## config.mk

```make
export PLATFORM = sky130hd
export DESIGN_NAME = cacheCtrl
export DESIGN_NICKNAME = d
export VERILOG_FILES = /design/src/cacheTypesPkg.sv /design/src/memBusPkg.sv /design/src/cacheCtrl.sv
export VERILOG_INCLUDE_DIRS = /design/src /design/src/src
export SDC_FILE = /design/constraint.sdc
export NUM_CORES = 1
export LEC_CHECK = 0
export ABC_AREA = 1
export BUFFER_PORTS_ARGS = -buffer_cell sky130_fd_sc_hd__buf_2
export CAP_MARGIN = 20
export CORE_AREA = 3 3 277 279
export CTS_BUF_LIST = sky130_fd_sc_hd__clkbuf_16
export CTS_CLUSTER_DIAMETER = 120
export CTS_CLUSTER_SIZE = 24
export DETAILED_ROUTE_END_ITERATION = 7
export DIE_AREA = 0 0 280 282
export PLACE_DENSITY_LB_ADDON = 0.08
export SLEW_MARGIN = 20
export SYNTH_ARGS = -nofsm -noshare
export SYNTH_HDL_FRONTEND = slang
export SYNTH_SLANG_ARGS = --single-unit
```

## constraint.sdc

```tcl
create_clock -name clk -period 7.9 [get_ports clk]
set_input_delay 1.975 -clock clk [delete_from_list [all_inputs] [get_ports clk]]
set_output_delay 1.975 -clock clk [all_outputs]
set_load 0.02 [all_outputs]
```

## src/iCache_cfg.svh

```systemverilog
`ifndef ICACHE_CFG_SVH
`define ICACHE_CFG_SVH

// byte address width seen by the core
`define ICACHE_ADDR_W 32

// one fetch word
`define ICACHE_XLEN 64

// sets per way
`define ICACHE_SETS 64

// words per line at one per memory beat
`define ICACHE_LINE_BEATS 4

// credits the core holds after reset and the request queue depth
`define ICACHE_REQ_CREDITS 2

`endif
```

## src/cacheTypesPkg.sv

```systemverilog
`default_nettype none

`include "iCache_cfg.svh"

package cacheTypesPkg;

  // address split from the top into tag, index, word select and byte offset
  localparam int OFFSET_W = $clog2(`ICACHE_LINE_BEATS * `ICACHE_XLEN / 8);
  localparam int INDEX_W  = $clog2(`ICACHE_SETS);
  localparam int TAG_W    = `ICACHE_ADDR_W - INDEX_W - OFFSET_W;
  localparam int WSEL_W   = $clog2(`ICACHE_LINE_BEATS);
  localparam int BYTE_W   = OFFSET_W - WSEL_W;

  typedef logic [TAG_W-1:0]        tagT;
  typedef logic [INDEX_W-1:0]      indexT;
  typedef logic [WSEL_W-1:0]       wordSelT;
  typedef logic [`ICACHE_XLEN-1:0] wordT;

  typedef wordT [`ICACHE_LINE_BEATS-1:0] lineT;
  // way 1 in the upper slot
  typedef lineT [1:0] linePairT;

  typedef struct packed {
    tagT               tag;
    indexT             index;
    wordSelT           wordSel;
    logic [BYTE_W-1:0] byteOff;
  } addrT;

  typedef struct packed {
    addrT addr;
  } cacheReqT;

  typedef struct packed {
    wordT data;
    addrT addr;
  } cacheRspT;

  // registered tag store output for both ways
  typedef struct packed {
    logic [1:0] valid;
    tagT [1:0]  tag;
  } tagRdT;

  typedef struct packed {
    logic       valid;
    cacheReqT   req;
    tagT [1:0]  tag;
    logic [1:0] wayValid;
  } lookupT;

  typedef enum logic [1:0] {
    RUN,
    REFILL,
    REPLAY
  } ctrlStateE;

endpackage

`default_nettype wire

```

## src/memBusPkg.sv

```systemverilog
`default_nettype none

package memBusPkg;

  // line address with the word and byte bits implied zero
  typedef struct packed {
    cacheTypesPkg::tagT   tag;
    cacheTypesPkg::indexT index;
  } memReqT;

  typedef struct packed {
    cacheTypesPkg::wordT data;
    logic                last;
  } memBeatT;

  typedef enum logic [1:0] {
    R_IDLE,
    R_REQ,
    R_BEATS,
    R_DONE
  } refillStateE;

endpackage

`default_nettype wire

```

## src/cacheCtrl.sv

```systemverilog
`timescale 1ns/10ps
`default_nettype none

`include "iCache_cfg.svh"

module cacheCtrl (
  input  logic                    clk,
  input  logic                    rst_n,
  input  logic                    reqValid_i,
  input  cacheTypesPkg::cacheReqT reqData_i,
  output logic                    reqCredit_o,
  output logic                    rspValid_o,
  output cacheTypesPkg::cacheRspT rspData_o,
  output logic                    rdEn_o,
  output cacheTypesPkg::indexT    rdIndex_o,
  input  cacheTypesPkg::tagRdT    tagRd_i,
  input  cacheTypesPkg::linePairT lineRd_i,
  output logic                    missStart_o,
  output memBusPkg::memReqT       missReq_o,
  input  logic                    refillDone_i
);
  import cacheTypesPkg::*;

  localparam int QDEPTH = `ICACHE_REQ_CREDITS;
  localparam int PTR_W  = (QDEPTH > 1) ? $clog2(QDEPTH) : 1;
  localparam int CNT_W  = $clog2(QDEPTH + 1);

  ctrlStateE        state;
  ctrlStateE        stateNext;
  cacheReqT         qMem [QDEPTH];
  logic [PTR_W-1:0] qWrPtr;
  logic [PTR_W-1:0] qRdPtr;
  logic [CNT_W-1:0] qCount;
  logic             qFull;
  logic             qEmpty;
  logic             qPop;
  logic             lkValid;
  cacheReqT         lkReq;
  logic             cmpValid;
  cacheReqT         cmpReq;
  lookupT           cmpStage;
  logic [1:0]       wayHit;
  logic             cmpHit;
  logic             cmpMiss;
  logic             advance;
  logic             rspFire;
  wordT             hitWord;

  function automatic logic [PTR_W-1:0] nextPtr(input logic [PTR_W-1:0] ptr);
    if (ptr == PTR_W'(QDEPTH - 1)) begin
      return '0;
    end
    return ptr + 1'b1;
  endfunction

  // request queue sized by the credit count so it cannot overflow
  assign qFull  = (qCount == CNT_W'(QDEPTH));
  assign qEmpty = (qCount == '0);
  assign qPop   = !qEmpty && (!lkValid || advance);

  always_ff @(posedge clk) begin
    if (reqValid_i) begin
      qMem[qWrPtr] <= reqData_i;
    end
  end

  always_ff @(posedge clk or negedge rst_n) begin
    if (!rst_n) begin
      qWrPtr <= '0;
      qRdPtr <= '0;
      qCount <= '0;
    end else begin
      if (reqValid_i) qWrPtr <= nextPtr(qWrPtr);
      if (qPop) qRdPtr <= nextPtr(qRdPtr);
      qCount <= qCount + CNT_W'(reqValid_i) - CNT_W'(qPop);
    end
  end

  // compare stage sees the store outputs read during its lookup cycle
  always_comb begin
    cmpStage.valid    = cmpValid;
    cmpStage.req      = cmpReq;
    cmpStage.tag      = tagRd_i.tag;
    cmpStage.wayValid = tagRd_i.valid;
    for (int w = 0; w < 2; w++) begin
      wayHit[w] = cmpStage.wayValid[w] && (cmpStage.tag[w] == cmpStage.req.addr.tag);
    end
  end

  assign cmpHit  = cmpStage.valid && (|wayHit);
  assign cmpMiss = (state == RUN) && cmpStage.valid && !(|wayHit);
  assign hitWord = lineRd_i[wayHit[1]][cmpStage.req.addr.wordSel];
  assign rspFire = (state == RUN) && cmpHit;

  // pipeline moves only in RUN with no miss sitting in compare
  assign advance = (state == RUN) && !cmpMiss;

  always_comb begin
    stateNext = state;
    case (state)
      RUN:     if (cmpMiss) stateNext = REFILL;
      REFILL:  if (refillDone_i) stateNext = REPLAY;
      REPLAY:  stateNext = RUN;
      default: stateNext = RUN;
    endcase
  end

  always_ff @(posedge clk or negedge rst_n) begin
    if (!rst_n) begin
      state    <= RUN;
      lkValid  <= 1'b0;
      cmpValid <= 1'b0;
    end else begin
      state <= stateNext;
      if (advance || !lkValid) lkValid <= qPop;
      if (advance) cmpValid <= lkValid;
    end
  end

  always_ff @(posedge clk) begin
    if (qPop) lkReq <= qMem[qRdPtr];
    if (advance) cmpReq <= lkReq;
  end

  // replay re-reads the stalled compare item and the item behind reads as it advances
  assign rdEn_o    = (state == REPLAY) || (advance && lkValid);
  assign rdIndex_o = (state == REPLAY) ? cmpReq.addr.index : lkReq.addr.index;

  assign missStart_o = cmpMiss;
  always_comb begin
    missReq_o.tag   = cmpReq.addr.tag;
    missReq_o.index = cmpReq.addr.index;
  end

  always_ff @(posedge clk or negedge rst_n) begin
    if (!rst_n) begin
      rspValid_o <= 1'b0;
    end else begin
      rspValid_o <= rspFire;
    end
  end

  always_ff @(posedge clk) begin
    if (rspFire) begin
      rspData_o.data <= hitWord;
      rspData_o.addr <= cmpStage.req.addr;
    end
  end

  // each response hands one credit back
  assign reqCredit_o = rspValid_o;

  // a core that respects its credits never pushes into a full queue
  noPushWhenFull: assert property (
    @(posedge clk) disable iff (!rst_n) reqValid_i |-> !qFull
  ) else $error("cacheCtrl: request arrived with the queue full");

endmodule

`default_nettype wire

```

Word-level counts from Yosys, hierarchy flattened:

Memories as Yosys holds them, arrays and structs flattened. A register that Yosys moved wholly into a read port is not among the register bits.
Index checks and enable logic that the tools add are counted.

* flip-flop bits (word level): 137
* bits in latches: 0
* bits in read-only memories: 0
* memory bits (writable): 64
* memories: 1
* word-level logic and storage cells: 66

Memories
* qMem: words 2, width 32, read ports 1, clocked after memory_dff 1, write ports 1, RTL line cacheCtrl.sv:30 `cacheReqT qMem [QDEPTH];`

* eq/ne operators: 6
* div/mod/pow operators: 0
* $lt $le $gt $ge: 2
* $mul: 0
* bitwise operators: 0
* shifts and indexed selects: 0
* add/subtract/negate cells: 4
* muxes and demuxes: 18
* reduce and logical (&&, ||, !) cells: 19

Operators by type and width (number)
* $mux W256: 2
* $bmux W64 S2: 1
* $mux W64: 1
* $eq A21 B21 Y1: 2
* $mux W1: 10
* $logic_and A1 B1 Y1: 9
* $mux W6: 1
* $logic_not A1 Y1: 4
* $logic_not A2 Y1: 2
* $mux W2: 2
* $ne A2 B2 Y1 const B: 2
* $pmux W2 S2: 1
* $lt A2 B3 Y1 const B: 1
* $add A1 B1 Y1 const B: 2
* $add A2 B1 Y2: 1
* $eq A2 B1 Y1 const B: 1
* $eq A2 B2 Y1 const B: 1
* $logic_or A1 B1 Y1: 2
* $lt A1 B2 Y1 const B: 1
* $reduce_and A2 Y1: 1
* $reduce_or A2 Y1: 1
* $sub A2 B1 Y2: 1

Logic depth before layout (Yosys ltp):

Gate-level depths: netlist (run 1).

* word-level depth: 11
* gate-level depth with buffers: 17
* gate-level depth less buffers: 16

Worst setup path before layout (run 1):

Ideal clock, no wire load.

* path kind: input port to flip-flop
* start: in tagRd_i[28] in the netlist's numbering
* end: reg rspValid_o (netlist: reqCredit_o)
* library setup time: 0.617 ns
* data arrival time: 7.518 ns
* path slack: -0.235 ns
* stages: 10
* cell sequence: inv_1 nand2_1 nand2_1 nor2_1 nand2_1 nor2_2 nand3_2 buf_2 buf_2 a21oi_1

* word-level cells in the longest chain between the ends: 5

RTL lines
* start, declared: RTL line cacheCtrl.sv:16 `input cacheTypesPkg::tagRdT tagRd_i,`
* $eq A21 B21 Y1: RTL line cacheCtrl.sv:86 `wayHit[w] = cmpStage.wayValid[w] && (cmpStage.tag[w] == cmpStage.req.addr.tag);`
* $logic_and A1 B1 Y1: RTL line cacheCtrl.sv:86
* $reduce_or A2 Y1: RTL line cacheCtrl.sv:90 `assign cmpHit = cmpStage.valid && (|wayHit);`
* $logic_and A1 B1 Y1: RTL line cacheCtrl.sv:90
* $logic_and A1 B1 Y1: RTL line cacheCtrl.sv:93 `assign rspFire = (state == RUN) && cmpHit;`
* net rspFire: RTL line cacheCtrl.sv:46 `logic rspFire;`
* end signal, assigned: RTL line cacheCtrl.sv:139 `rspValid_o <= rspFire;`
* end, declared: RTL line cacheCtrl.sv:12 `output logic rspValid_o,`

The timed path passes the listed nets, and every way through them passes these cells.
A chain may end at the register's enable or synchronous reset.

Worst setup path after layout (run 1):

* start: in tagRd_i[41] in the netlist's numbering
* end: out rdEn_o

* word-level cells in the longest chain between the ends: 9

RTL lines
* $eq A21 B21 Y1: RTL line cacheCtrl.sv:86
* $logic_and A1 B1 Y1: RTL line cacheCtrl.sv:86
* $reduce_or A2 Y1: RTL line cacheCtrl.sv:91 `assign cmpMiss = (state == RUN) && cmpStage.valid && !(|wayHit);`
* $logic_not A1 Y1: RTL line cacheCtrl.sv:91
* $logic_and A1 B1 Y1: RTL line cacheCtrl.sv:91
* $logic_not A1 Y1: RTL line cacheCtrl.sv:96 `assign advance = (state == RUN) && !cmpMiss;`
* $logic_and A1 B1 Y1: RTL line cacheCtrl.sv:96
* net advance: RTL line cacheCtrl.sv:45 `logic advance;`
* $logic_and A1 B1 Y1: RTL line cacheCtrl.sv:126 `assign rdEn_o = (state == REPLAY) || (advance && lkValid);`
* $logic_or A1 B1 Y1: RTL line cacheCtrl.sv:126
* end, declared: RTL line cacheCtrl.sv:14 `output logic rdEn_o,`

The timed path passes the listed nets, and every way through them passes these cells.

==> run_results.csv, run 1 <==
group,metric,value,unit
status,status,"finished clean",
final_layout,layout-drive-gt1-share,27.9,%
global_route,grt_pass1_wl,115,mm
hold_path,hp-class,"reg2reg",
global_route,grt_remaining_overflow,0,
final_layout,fillers,8491,
floorplan,rows,100,
clocking,cts-root-buf,"clkbuf_16",
floorplan,pin_count,725,
setup_path,path_class,"in2out",
sta,hold_violations,0,
synth,syn-num-nets,2851,
sta,fmax,172,MHz
final_layout,fin_cells,3853,
setup_path,r2r_start,"missReq_o[25]",
setup_path,critPathLaunchType,"input port",
route,via_per_inst,4.42,
sta,tns,0,ns
synth,synth.most_common_cell,"nand2_1",
setup_path,critPathRequiredTime,5.93,ns
sta,max_slew_margin,30.0,%
floorplan,dieArea,79000,um2
clocking,clk_pin_slew,0.10,ns
placed_design,dp_hpwl,62.3,mm
sta,finClkSkew,0.0346,ns
clocking,cts_sinks,233,
synth,ys.flop_type,"edfxtp_1",
clocking,cts_tree,"yes",
job,cap_violations,0,
pwr,seqPwrFrac,38.3,%
pwr,p_int,0.00293,W
pwr,vdd_drop_max,0.000178,V
clocking,htree_num_levels,1,
sta,worstMarginPinSlew,1.05,ns
synth,syn_inst,2257,
synth,synth_top_area_share,43.3,%
sta,finalCritPeriodShare,73.4,%
clocking,cts_max_path_buffers,3,
placed_design,io_buffers,724,
global_route,antenna_found_initial,32,
route,drt_wl_total,82.6,mm
clocking,ctsResizeCount,0,
pwr,p_comb_share,43.9,%
placed_design,dp.cells,3813,
setup_path,critPathLaunch,"tagRd_i[41]",
floorplan,core,74400,um2
setup_path,cp_max_fo,14,
sta,final.min_clock_period,5.80,ns
synth,yosysSeqAreaShare,44.7,%
synth,ys_seq_elements,233,
sta,finalMaxSlewViolations,0,
route,routedWlPerCell,21.4,um
synth,synth_commonest_cells,"nand2_1 (823), inv_1 (444), edfxtp_1 (224)",
placed_design,routabilityCongestion,0.937,
final_layout,synthToLayoutAreaGrowth,31.0,%
floorplan,initial_utilization,20.9,%
route,drtPass1Iterations,4,
synth,synthTopCellsByArea,"edfxtp_1 (43%), nand2_1 (20%), inv_1 (11%), nand4_1 (5.2%), nand3_1 (4.3%)",
pwr,p_switching,0.00238,W
route,drtIter0Drc,1021,
synth,syn_area,15500,um2
pwr,p_clk_share,17.7,%
pwr,power.density,261,nW/um2
floorplan,die_w,280,um
synth,yosysWarnings,0,
final_layout,fin_nets,3456,
global_route,grt_usage,19.7,%
hold_path,holdCritStartpoint,"lkReq[15]",
final_layout,final_util,27.3,%
global_route,grt_max_degree,95,
floorplan,die_y,282,um
synth,synth_edf_count,224,
sta,setup_viol_count_final,0,
synth,avgSynthCellArea,6.88,um2
setup_path,crit_path_end_kind,"output port",
clocking,cts_buffers,16,
setup_path,arrival,3.83,ns
pwr,p_sw_share,44.8,%
synth,yosysTopAreaCell,"edfxtp_1",
route,ant_nets,0,
route,remaining_drc_errors,0,
clocking,clk_latency,0.54,ns
route,num_vias,17000,
synth,synth_cell_types,24,
sta,rsz0062_at_grt,"false",
global_route,grt_pass1_vias,16700,
clocking,ctsHoldBuffers,0,
synth,async_reset_ff_share,3.86,%
pwr,p_leak,11.4,nW
clocking,cts_setup_buffers,0,
==> power groups by stage <==
| stage | Combinational (W) | Clock [W] | Sequential (W) |
|---|---|---|---|
| 2_1_floorplan | 0.00153 | 0 | 0.00197 |
| 3_3_place_gp | 0.00239 | 0 | 0.00207 |
| 3_5_place_dp | 0.00239 | 0 | 0.00207 |
| 4_1_cts | 0.00240 | 0.00100 | 0.00204 |
| 5_1_grt | 0.00264 | 0.00104 | 0.00207 |
| 6_report | 0.00233 | 0.000941 | 0.00203 |
==> through the flow <==
stage               area [um2]  setup WS, ns  hold slack (ns)  total power, W
finish                   20400          2.10            0.419         0.00531
global route             20300          1.86            0.433         0.00575
CTS                      20300          2.05            0.428         0.00544
detailed placement       19800          2.06            0.405         0.00446
global placement         19800          2.11            0.401         0.00446
floorplan                15500          1.79            0.400         0.00350
==> cells by family after synthesis <==
| logic type | synth area share, % |
|---|---|
| AOI/OAI and AO/OA | 4.25 |
| DFF | 44.7 |
| and+or+nand+nor | 33.9 |
| xor gates and xnor gates | 0.226 |
| adders and majority gates | 0.161 |
| muxes | 0.435 |
| buffers and inverters | 16.3 |
==> registers in the layout, summed over array words and instances, names as in the netlist, 2 cells and up <==
register	flops
qCount	2
qMem	64
rspData_o	96
cmpReq	5
state	2
lkReq	32
missReq_o	27
==> cell type report <==
class | count | area [um2] | area share [%]
diodes | 14 | 35.0 | 0.172
clock buffers | 17 | 425 | 2.09
clock inverters | 9 | 104 | 0.510
inverters | 456 | 1720 | 8.43
multi-input cells | 1407 | 6100 | 30.0
flip-flops and latches | 233 | 6950 | 34.2
well taps | 969 | 1210 | 5.96
repair buffers | 748 | 3800 | 18.7
==> worst max-delay path, stage by stage <==
cell and delay [ns]:
buf_2 0.09, inv_1 0.03, nand2_1 0.04, nand2_1 0.13, nor2_1 0.13, nand2_1 0.09
nor2_4 0.30, nand3_4 0.25, nand3_1 0.24, nand2_1 0.12, inv_1 0.09, nand2_1 0.08
nand2_1 0.06, buf_2 0.18
==> worst paths after layout <==
check                      cells after the start            end  slack [ns]
hold reg to reg                                0  missReq_o[10]        0.42
min in group asynchronous                      1    reqCredit_o        1.30
setup / recovery                              14         rdEn_o        2.10
max in group asynchronous                      1       state[0]        6.40
hold / removal                                 0  missReq_o[10]        0.42
setup reg to reg                              12  rspData_o[56]        4.01
==> cell usage in the layout (no fill, tap or decap), types with 2 or more instances in the layout <==
cell type	instances
nand2_1	823
buf_2	724
inv_1	444
edfxtp_1	224
nor2_1	165
nand3_1	134
nand4_1	129
o21ai_1	129
buf_4	24
clkbuf_16	17
diode_2	14
inv_2	11
dfrtp_1	9
mux2_2	6
or2_2	4
nor2_4	4
xnor2_1	3
nand3_4	2
o21ai_0	2
ha_1	2
clkinv_8	2
==> per-layer routing <==
metal / vias up / global-route usage (%) / wire length (um)
met3: 95 / 4.16 / 5600
met4: 22 / 4.81 / 1620
li1: 8173 / - / -
met5: - / 0 / 136
met2: 604 / 34.8 / 41100
met1: 8146 / 24.5 / 34200
Note: power is estimated with default switching activity, not from simulation.
==> run 2, diff against run 1 <==
Settings changed: ABC_AREA 1 to 0, CORE_AREA 3 3 277 279 to 3 3 280 282, DIE_AREA 0 0 280 282 to 0 0 283 285.
Clock period 7.9 ns to 5.53 ns, I/O delays scaled along.
==> run 2 against run 1 <==
  * Sequential cell count did not move
  * Count of clock-buffer cells in the layout fell by 2
  * Register-to-register slack got worse by 1.7 ns
  * Non-clock buffer count fell by 9
  * Combinational power fell by 75%
  * Sequential share of layout area rose by 4.2 points
  * Cell count fell by 33%
  * Worst setup slack got worse by 1.5 ns
  * Area after synthesis fell by 15%
  * Critical path type unchanged
==> run_results.csv, run 2 <==
group,metric,value,unit
global_route,met1_usage,15.9,%
sta,final.min_clock_period,4.92,ns
placed_design,dp_hpwl,49.6,mm
sta,hold_ws,0.409,ns
sta,setup_viol_count_final,0,
synth,synth_top_area_share,50.9,%
floorplan,pin_count,725,
job,cap_violations,0,
global_route,grt_usage,14.5,%
global_route,met2_usage,27.8,%
synth,async_reset_ff_share,3.86,%
pwr,p_leak,8.10,nW
route,drt_wl_total,61.3,mm
route,num_vias,9948,
sta,finClkSkew,0.0264,ns
route,drtIter0Drc,410,
final_layout,layout_commonest_cell,"buf_2",
synth,synthTopCellsByArea,"edfxtp_1 (51%), mux2i_1 (19%), mux4_2 (10%), mux2_2 (3.2%), inv_1 (1.9%)",
global_route,grt_pass1_wl,83.8,mm
placed_design,routabilityCongestion,0.904,
global_route,grt_pass1_vias,10700,
synth,yosysSeqAreaShare,52.6,%
clocking,cts_sinks,233,
pwr,power.density,216,nW/um2
clocking,cts_max_path_buffers,3,
route,routedWlPerCell,23.9,um
global_route,grt_busiest_layer,"met2",
final_layout,layout_common_cells,"buf_2 (724), mux2i_1 (256), edfxtp_1 (224), inv_1 (69), mux4_2 (60)",
placed_design,dp_slack,0.538,ns
setup_path,path_class,"in2out",
pwr,vdd_drop_max,0.000178,V
final_layout,synthToLayoutAreaGrowth,37.0,%
final_layout,regMostFlops,"rspData_o",
setup_path,cp_max_fo,6,
route,via_per_inst,3.88,
global_route,grt_remaining_overflow,0,
route,drtPass1Iterations,4,
synth,synth_cell_types,42,
final_layout,multi_input_area,5300,um2
synth,yosysWarnings,0,
setup_path,arrival,3.54,ns
setup_path,crit_path_end_kind,"output port",
clocking,cts-root-buf,"clkbuf_16",
final_layout,top_regs,"rspData_o: 96 flops, qMem: 64 flops, lkReq: 32 flops",
status,status,"finished clean",
clocking,clk_pin_slew,0.10,ns
sta,max_slew_margin,33.6,%
floorplan,dieArea,80700,um2
final_layout,largest_reg_flops,96,
global_route,grt_max_degree,78,
setup_path,critPathRequiredTime,4.15,ns
sta,worstMarginPinSlew,0.996,ns
clocking,htree_num_levels,1,
final_layout,fin_nets,2112,
setup_path,critPathLaunchType,"input port",
global_route,antenna_found_initial,25,
synth,synth_edf_count,224,
synth,ys.flop_type,"edfxtp_1",
sta,finalCritPeriodShare,89.0,%
synth,syn_inst,837,
sta,hold_violations,0,
final_layout,register_area,6950,um2
route,remaining_drc_errors,0,
synth,synth_commonest_cells,"mux2i_1 (256), edfxtp_1 (224), inv_1 (67)",
final_layout,fillers,8159,
global_route,use_met3,3.55,%
synth,yosysTopAreaCell,"edfxtp_1",
floorplan,initial_utilization,17.4,%
synth,ys_seq_elements,233,
hold_path,hp-class,"reg2reg",
final_layout,final_util,23.9,%
placed_design,io_buffers,724,
clocking,ctsHoldBuffers,0,
route,ant_nets,0,
pwr,fin_total_pwr,0.00392,W
synth,syn-num-nets,1431,
floorplan,core,75900,um2
clocking,clk_latency,0.51,ns
clocking,cts_setup_buffers,0,
synth,syn_area,13200,um2
floorplan,die_y,285,um
final_layout,layout-drive-gt1-share,57.2,%
synth,synth.most_common_cell,"mux2i_1",
clocking,cts_buffers,15,
synth,avgSynthCellArea,15.8,um2
sta,worst_slack,0.608,ns
clocking,cts_tree,"yes",
floorplan,die_w,283,um
floorplan,rows,101,
clocking,ctsResizeCount,0,
sta,fmax,203,MHz
sta,tns,0,ns
sta,rsz0062_at_grt,"false",
sta,finalMaxSlewViolations,0,
## run 2: changes by cell type after synthesis, moves of 119 or more
| cell | previous run | this run |
|---|---|---|
| mux2i_1 | 0 | 256 |
| nand2_1 | 823 | 8 |
| o21ai_1 | 129 | 0 |
| inv_1 | 444 | 67 |
| nor2_1 | 166 | 4 |
| nand3_1 | 135 | 0 |
| nand4_1 | 129 | 10 |
## run 2: layer usage
metal | vias up | part of all wire (%)
met1 | 4880 | 37
met4 | 20 | 2.4
met2 | 407 | 54
li1 | 4565 | -
met3 | 76 | 6.2
met5 | - | 0.24
## run 2: power by group
group          internal, W  switching [W]  total, W
logic             0.000307       0.000273  0.000580
registers          0.00206      0.0000371   0.00209
clock network     0.000567       0.000680   0.00125
## run 2: worst paths after layout
| check | start | to | slack, ns | cells after the start |
|---|---|---|---|---|
| worst max register to register | missReq_o[25] | qCount[1] | 2.36 | 10 |
| worst max-delay path | tagRd_i[40] | rdEn_o | 0.61 | 8 |
| worst min register to register | lkReq[20] | missReq_o[15] | 0.41 | 0 |
| worst min-delay path | lkReq[20] | missReq_o[15] | 0.41 | 0 |
| max in group asynchronous | rst_n | qRdPtr | 4.59 | 1 |
| min in group asynchronous | rst_n | reqCredit_o | 0.72 | 1 |
## run 2: metrics by stage
step / area, um2 / cells
5_1_grt: 18100 / 2560
3_3_place_gp: 17600 / 2531
2_1_floorplan: 13200 / 837
4_1_cts: 18100 / 2554
6_report: 18100 / 2565
3_5_place_dp: 17600 / 2531
## run 2: critical path, cell delays in order
cell,delay (ns)
buf_2,0.10
xor2_1,0.46
nor4b_1,0.13
and4_4,0.25
a22oi_1,0.67
a21oi_1,0.16
o21ba_2,0.23
buf_2,0.16
## run 2: cell families (layout without fill, tap and decap cells)
kind of cell    after synthesis  count (layout)  synth area share (%)
flops                       233             233                  52.6
other cells                   0              11                     0
mux                         358             358                  33.6
buf+inv                     142             829                  7.66
xor+xnor                     47              47                  3.23
compound gates               10              10                 0.520
simple gates                 45              45                  2.21
fa+ha+maj                     2               2                 0.189
## run 2: cell type report
type | instances | area share [%]
Sequential cell | 233 | 38.4
Antenna cell | 11 | 0.152
Multi-Input combinational cell | 462 | 29.3
Tap cell | 1030 | 7.11
Clock buffer | 15 | 2.07
Timing Repair Buffer | 739 | 21.0
Clock inverter | 8 | 0.587
Inverter | 67 | 1.39
==> run 3, diff against run 2 <==
Settings changed: ABC_AREA 0 to 1, CORE_AREA 3 3 280 282 to 2 2 284 286, DIE_AREA 0 0 283 285 to 0 0 286 288.
==> run 3 against run 2 <==
  * Global-route usage is 5.0 points higher
  * Critical path type unchanged
  * Critical endpoint unchanged
  * Register-to-register slack got worse by 0.46 ns
  * Largest power group is now combinational cells
  * Fmax up 13%
==> run_results.csv, run 3 (synthesis results as in run 1) <==
group,metric,value,unit
pwr,fin_total_pwr,0.00754,W
route,routedWlPerCell,21.4,um
final_layout,layout_common_cells,"nand2_1 (823), buf_2 (724), inv_1 (446), edfxtp_1 (224), nor2_1 (165)",
clocking,cts-root-buf,"clkbuf_16",
global_route,grt_remaining_overflow,0,
sta,max_slew_margin,24.0,%
pwr,vdd_drop_max,0.000404,V
route,ant_nets,0,
floorplan,rows,104,
sta,setup_viol_count_final,0,
sta,hold_ws,0.428,ns
sta,finClkSkew,0.0482,ns
clocking,cts_sinks,233,
route,drt_wl_total,84.5,mm
route,drtPass1Iterations,5,
global_route,antenna_found_initial,54,
sta,fmax,230,MHz
clocking,cts_tree,"yes",
floorplan,pin_count,725,
global_route,grt_usage,19.5,%
final_layout,synthToLayoutAreaGrowth,31.9,%
pwr,p_leak,11.3,nW
global_route,grt_max_degree,156,
placed_design,io_buffers,724,
setup_path,cp_max_fo,3,
hold_path,min_path_cells,0,
placed_design,routabilityCongestion,0.915,
floorplan,initial_utilization,19.5,%
setup_path,r2r_slack,1.90,ns
sta,finalMaxSlewViolations,0,
route,via_per_inst,4.30,
clocking,ctsHoldBuffers,0,
setup_path,reg2reg_depth,12,
route,num_vias,17000,
clocking,cts_max_path_buffers,3,
final_layout,largest_reg_flops,96,
floorplan,core,79600,um2
clocking,cts_setup_buffers,0,
clocking,clk_latency,0.55,ns
setup_path,critPathLaunchType,"input port",
clocking,cts_buffers,16,
setup_path,path_class,"in2out",
global_route,grt_pass1_wl,118,mm
setup_path,r2r_start,"missReq_o[25]",
route,remaining_drc_errors,0,
hold_path,hp-class,"reg2reg",
final_layout,top_regs,"rspData_o: 96 flops, qMem: 64 flops, lkReq: 32 flops",
sta,hold_violations,0,
sta,finalCritPeriodShare,78.5,%
sta,final.min_clock_period,4.34,ns
final_layout,fin_nets,3451,
sta,rsz0062_at_grt,"false",
final_layout,layout-drive-gt1-share,27.7,%
clocking,htree_num_levels,1,
pwr,power.density,368,nW/um2
sta,worstMarginPinSlew,1.14,ns
setup_path,reg2reg_to,"rspData_o[37]",
floorplan,die_w,286,um
route,drtIter0Drc,1056,
status,status,"finished clean",
clocking,ctsResizeCount,0,
setup_path,crit_path_end_kind,"output port",
global_route,grt_pass1_vias,16700,
job,cap_violations,0,
floorplan,die_y,288,um
placed_design,dp_hpwl,62.8,mm
clocking,clk_pin_slew,0.10,ns
hold_path,holdCritStartpoint,"lkReq[12]",
final_layout,regMostFlops,"rspData_o",
final_layout,layout_commonest_cell,"nand2_1",
sta,tns,0,ns
hold_path,holdPathEnd,"missReq_o[7]",
floorplan,dieArea,82400,um2
setup_path,critPathRequiredTime,4.15,ns
setup_path,arrival,2.96,ns
-- run 3: worst max-delay path: stages --
cell and delay [ns]:
buf_2 0.09, inv_1 0.03, nand2_1 0.04, nand2_1 0.05, nor2_1 0.18, nand2_1 0.09, nor2_1 0.12, nand3_1 0.20
nand3_1 0.25, nand2_1 0.13, clkinv_1 0.07, nand2_1 0.07, nand2_1 0.06, buf_2 0.18
-- run 3: how the worst max path moves through the flow --
stage | endpoint | cells past startpoint | from | slack, ns
floorplan | rspData_o[0] | 10 | tagRd_i[28] | 0.01
finish | rdEn_o | 14 | tagRd_i[7] | 1.19
detailed placement | rspData_o[37] | 15 | tagRd_i[35] | 0.81
global placement | rspData_o[37] | 15 | tagRd_i[41] | 0.82
global route | rdEn_o | 14 | tagRd_i[20] | 1.02
CTS | rdEn_o | 14 | tagRd_i[7] | 1.12
-- run 3: area by class of cell --
type                       count  area (um2)
tap                         1060        1330
timing repair buffer         743        3860
multi-input combinational   1407        6100
clock buffer                  16         400
inverter                     456        1710
clock inverter                12        75.1
antenna                       25        62.6
sequential                   233        6950
fill                        9198       59100
-- run 3: where the power goes --
part	switching (W)	leakage, nW	internal, W	total [W]
Combinational	0.00239	8.90	0.000989	0.00338
Sequential	0.000287	2.20	0.00263	0.00291
Clock	0.000705	0.243	0.000544	0.00125
-- run 3: per-stage QoR --
stage / utilization [%] / cell area, um2 / setup slack, ns / instances
2_1_floorplan: - / 15500 / 0.0135 / 2257
3_3_place_gp: 25.1 / 20000 / 0.819 / 3899
3_5_place_dp: 25.1 / 20000 / 0.809 / 3899
4_1_cts: 25.6 / 20400 / 1.12 / 3927
5_1_grt: 25.7 / 20500 / 1.02 / 3941
6_report: 25.7 / 20500 / 1.19 / 3952
-- run 3: per-layer routing --
metal  vias to the layer above  GRT usage [%]  wire length, um
li1                       8177              -                -
met1                      7986           23.7            34000
met2                       657           34.0            41800
met3                       138           4.53             6060
met4                        28           5.98             2500
met5                         -              0              180
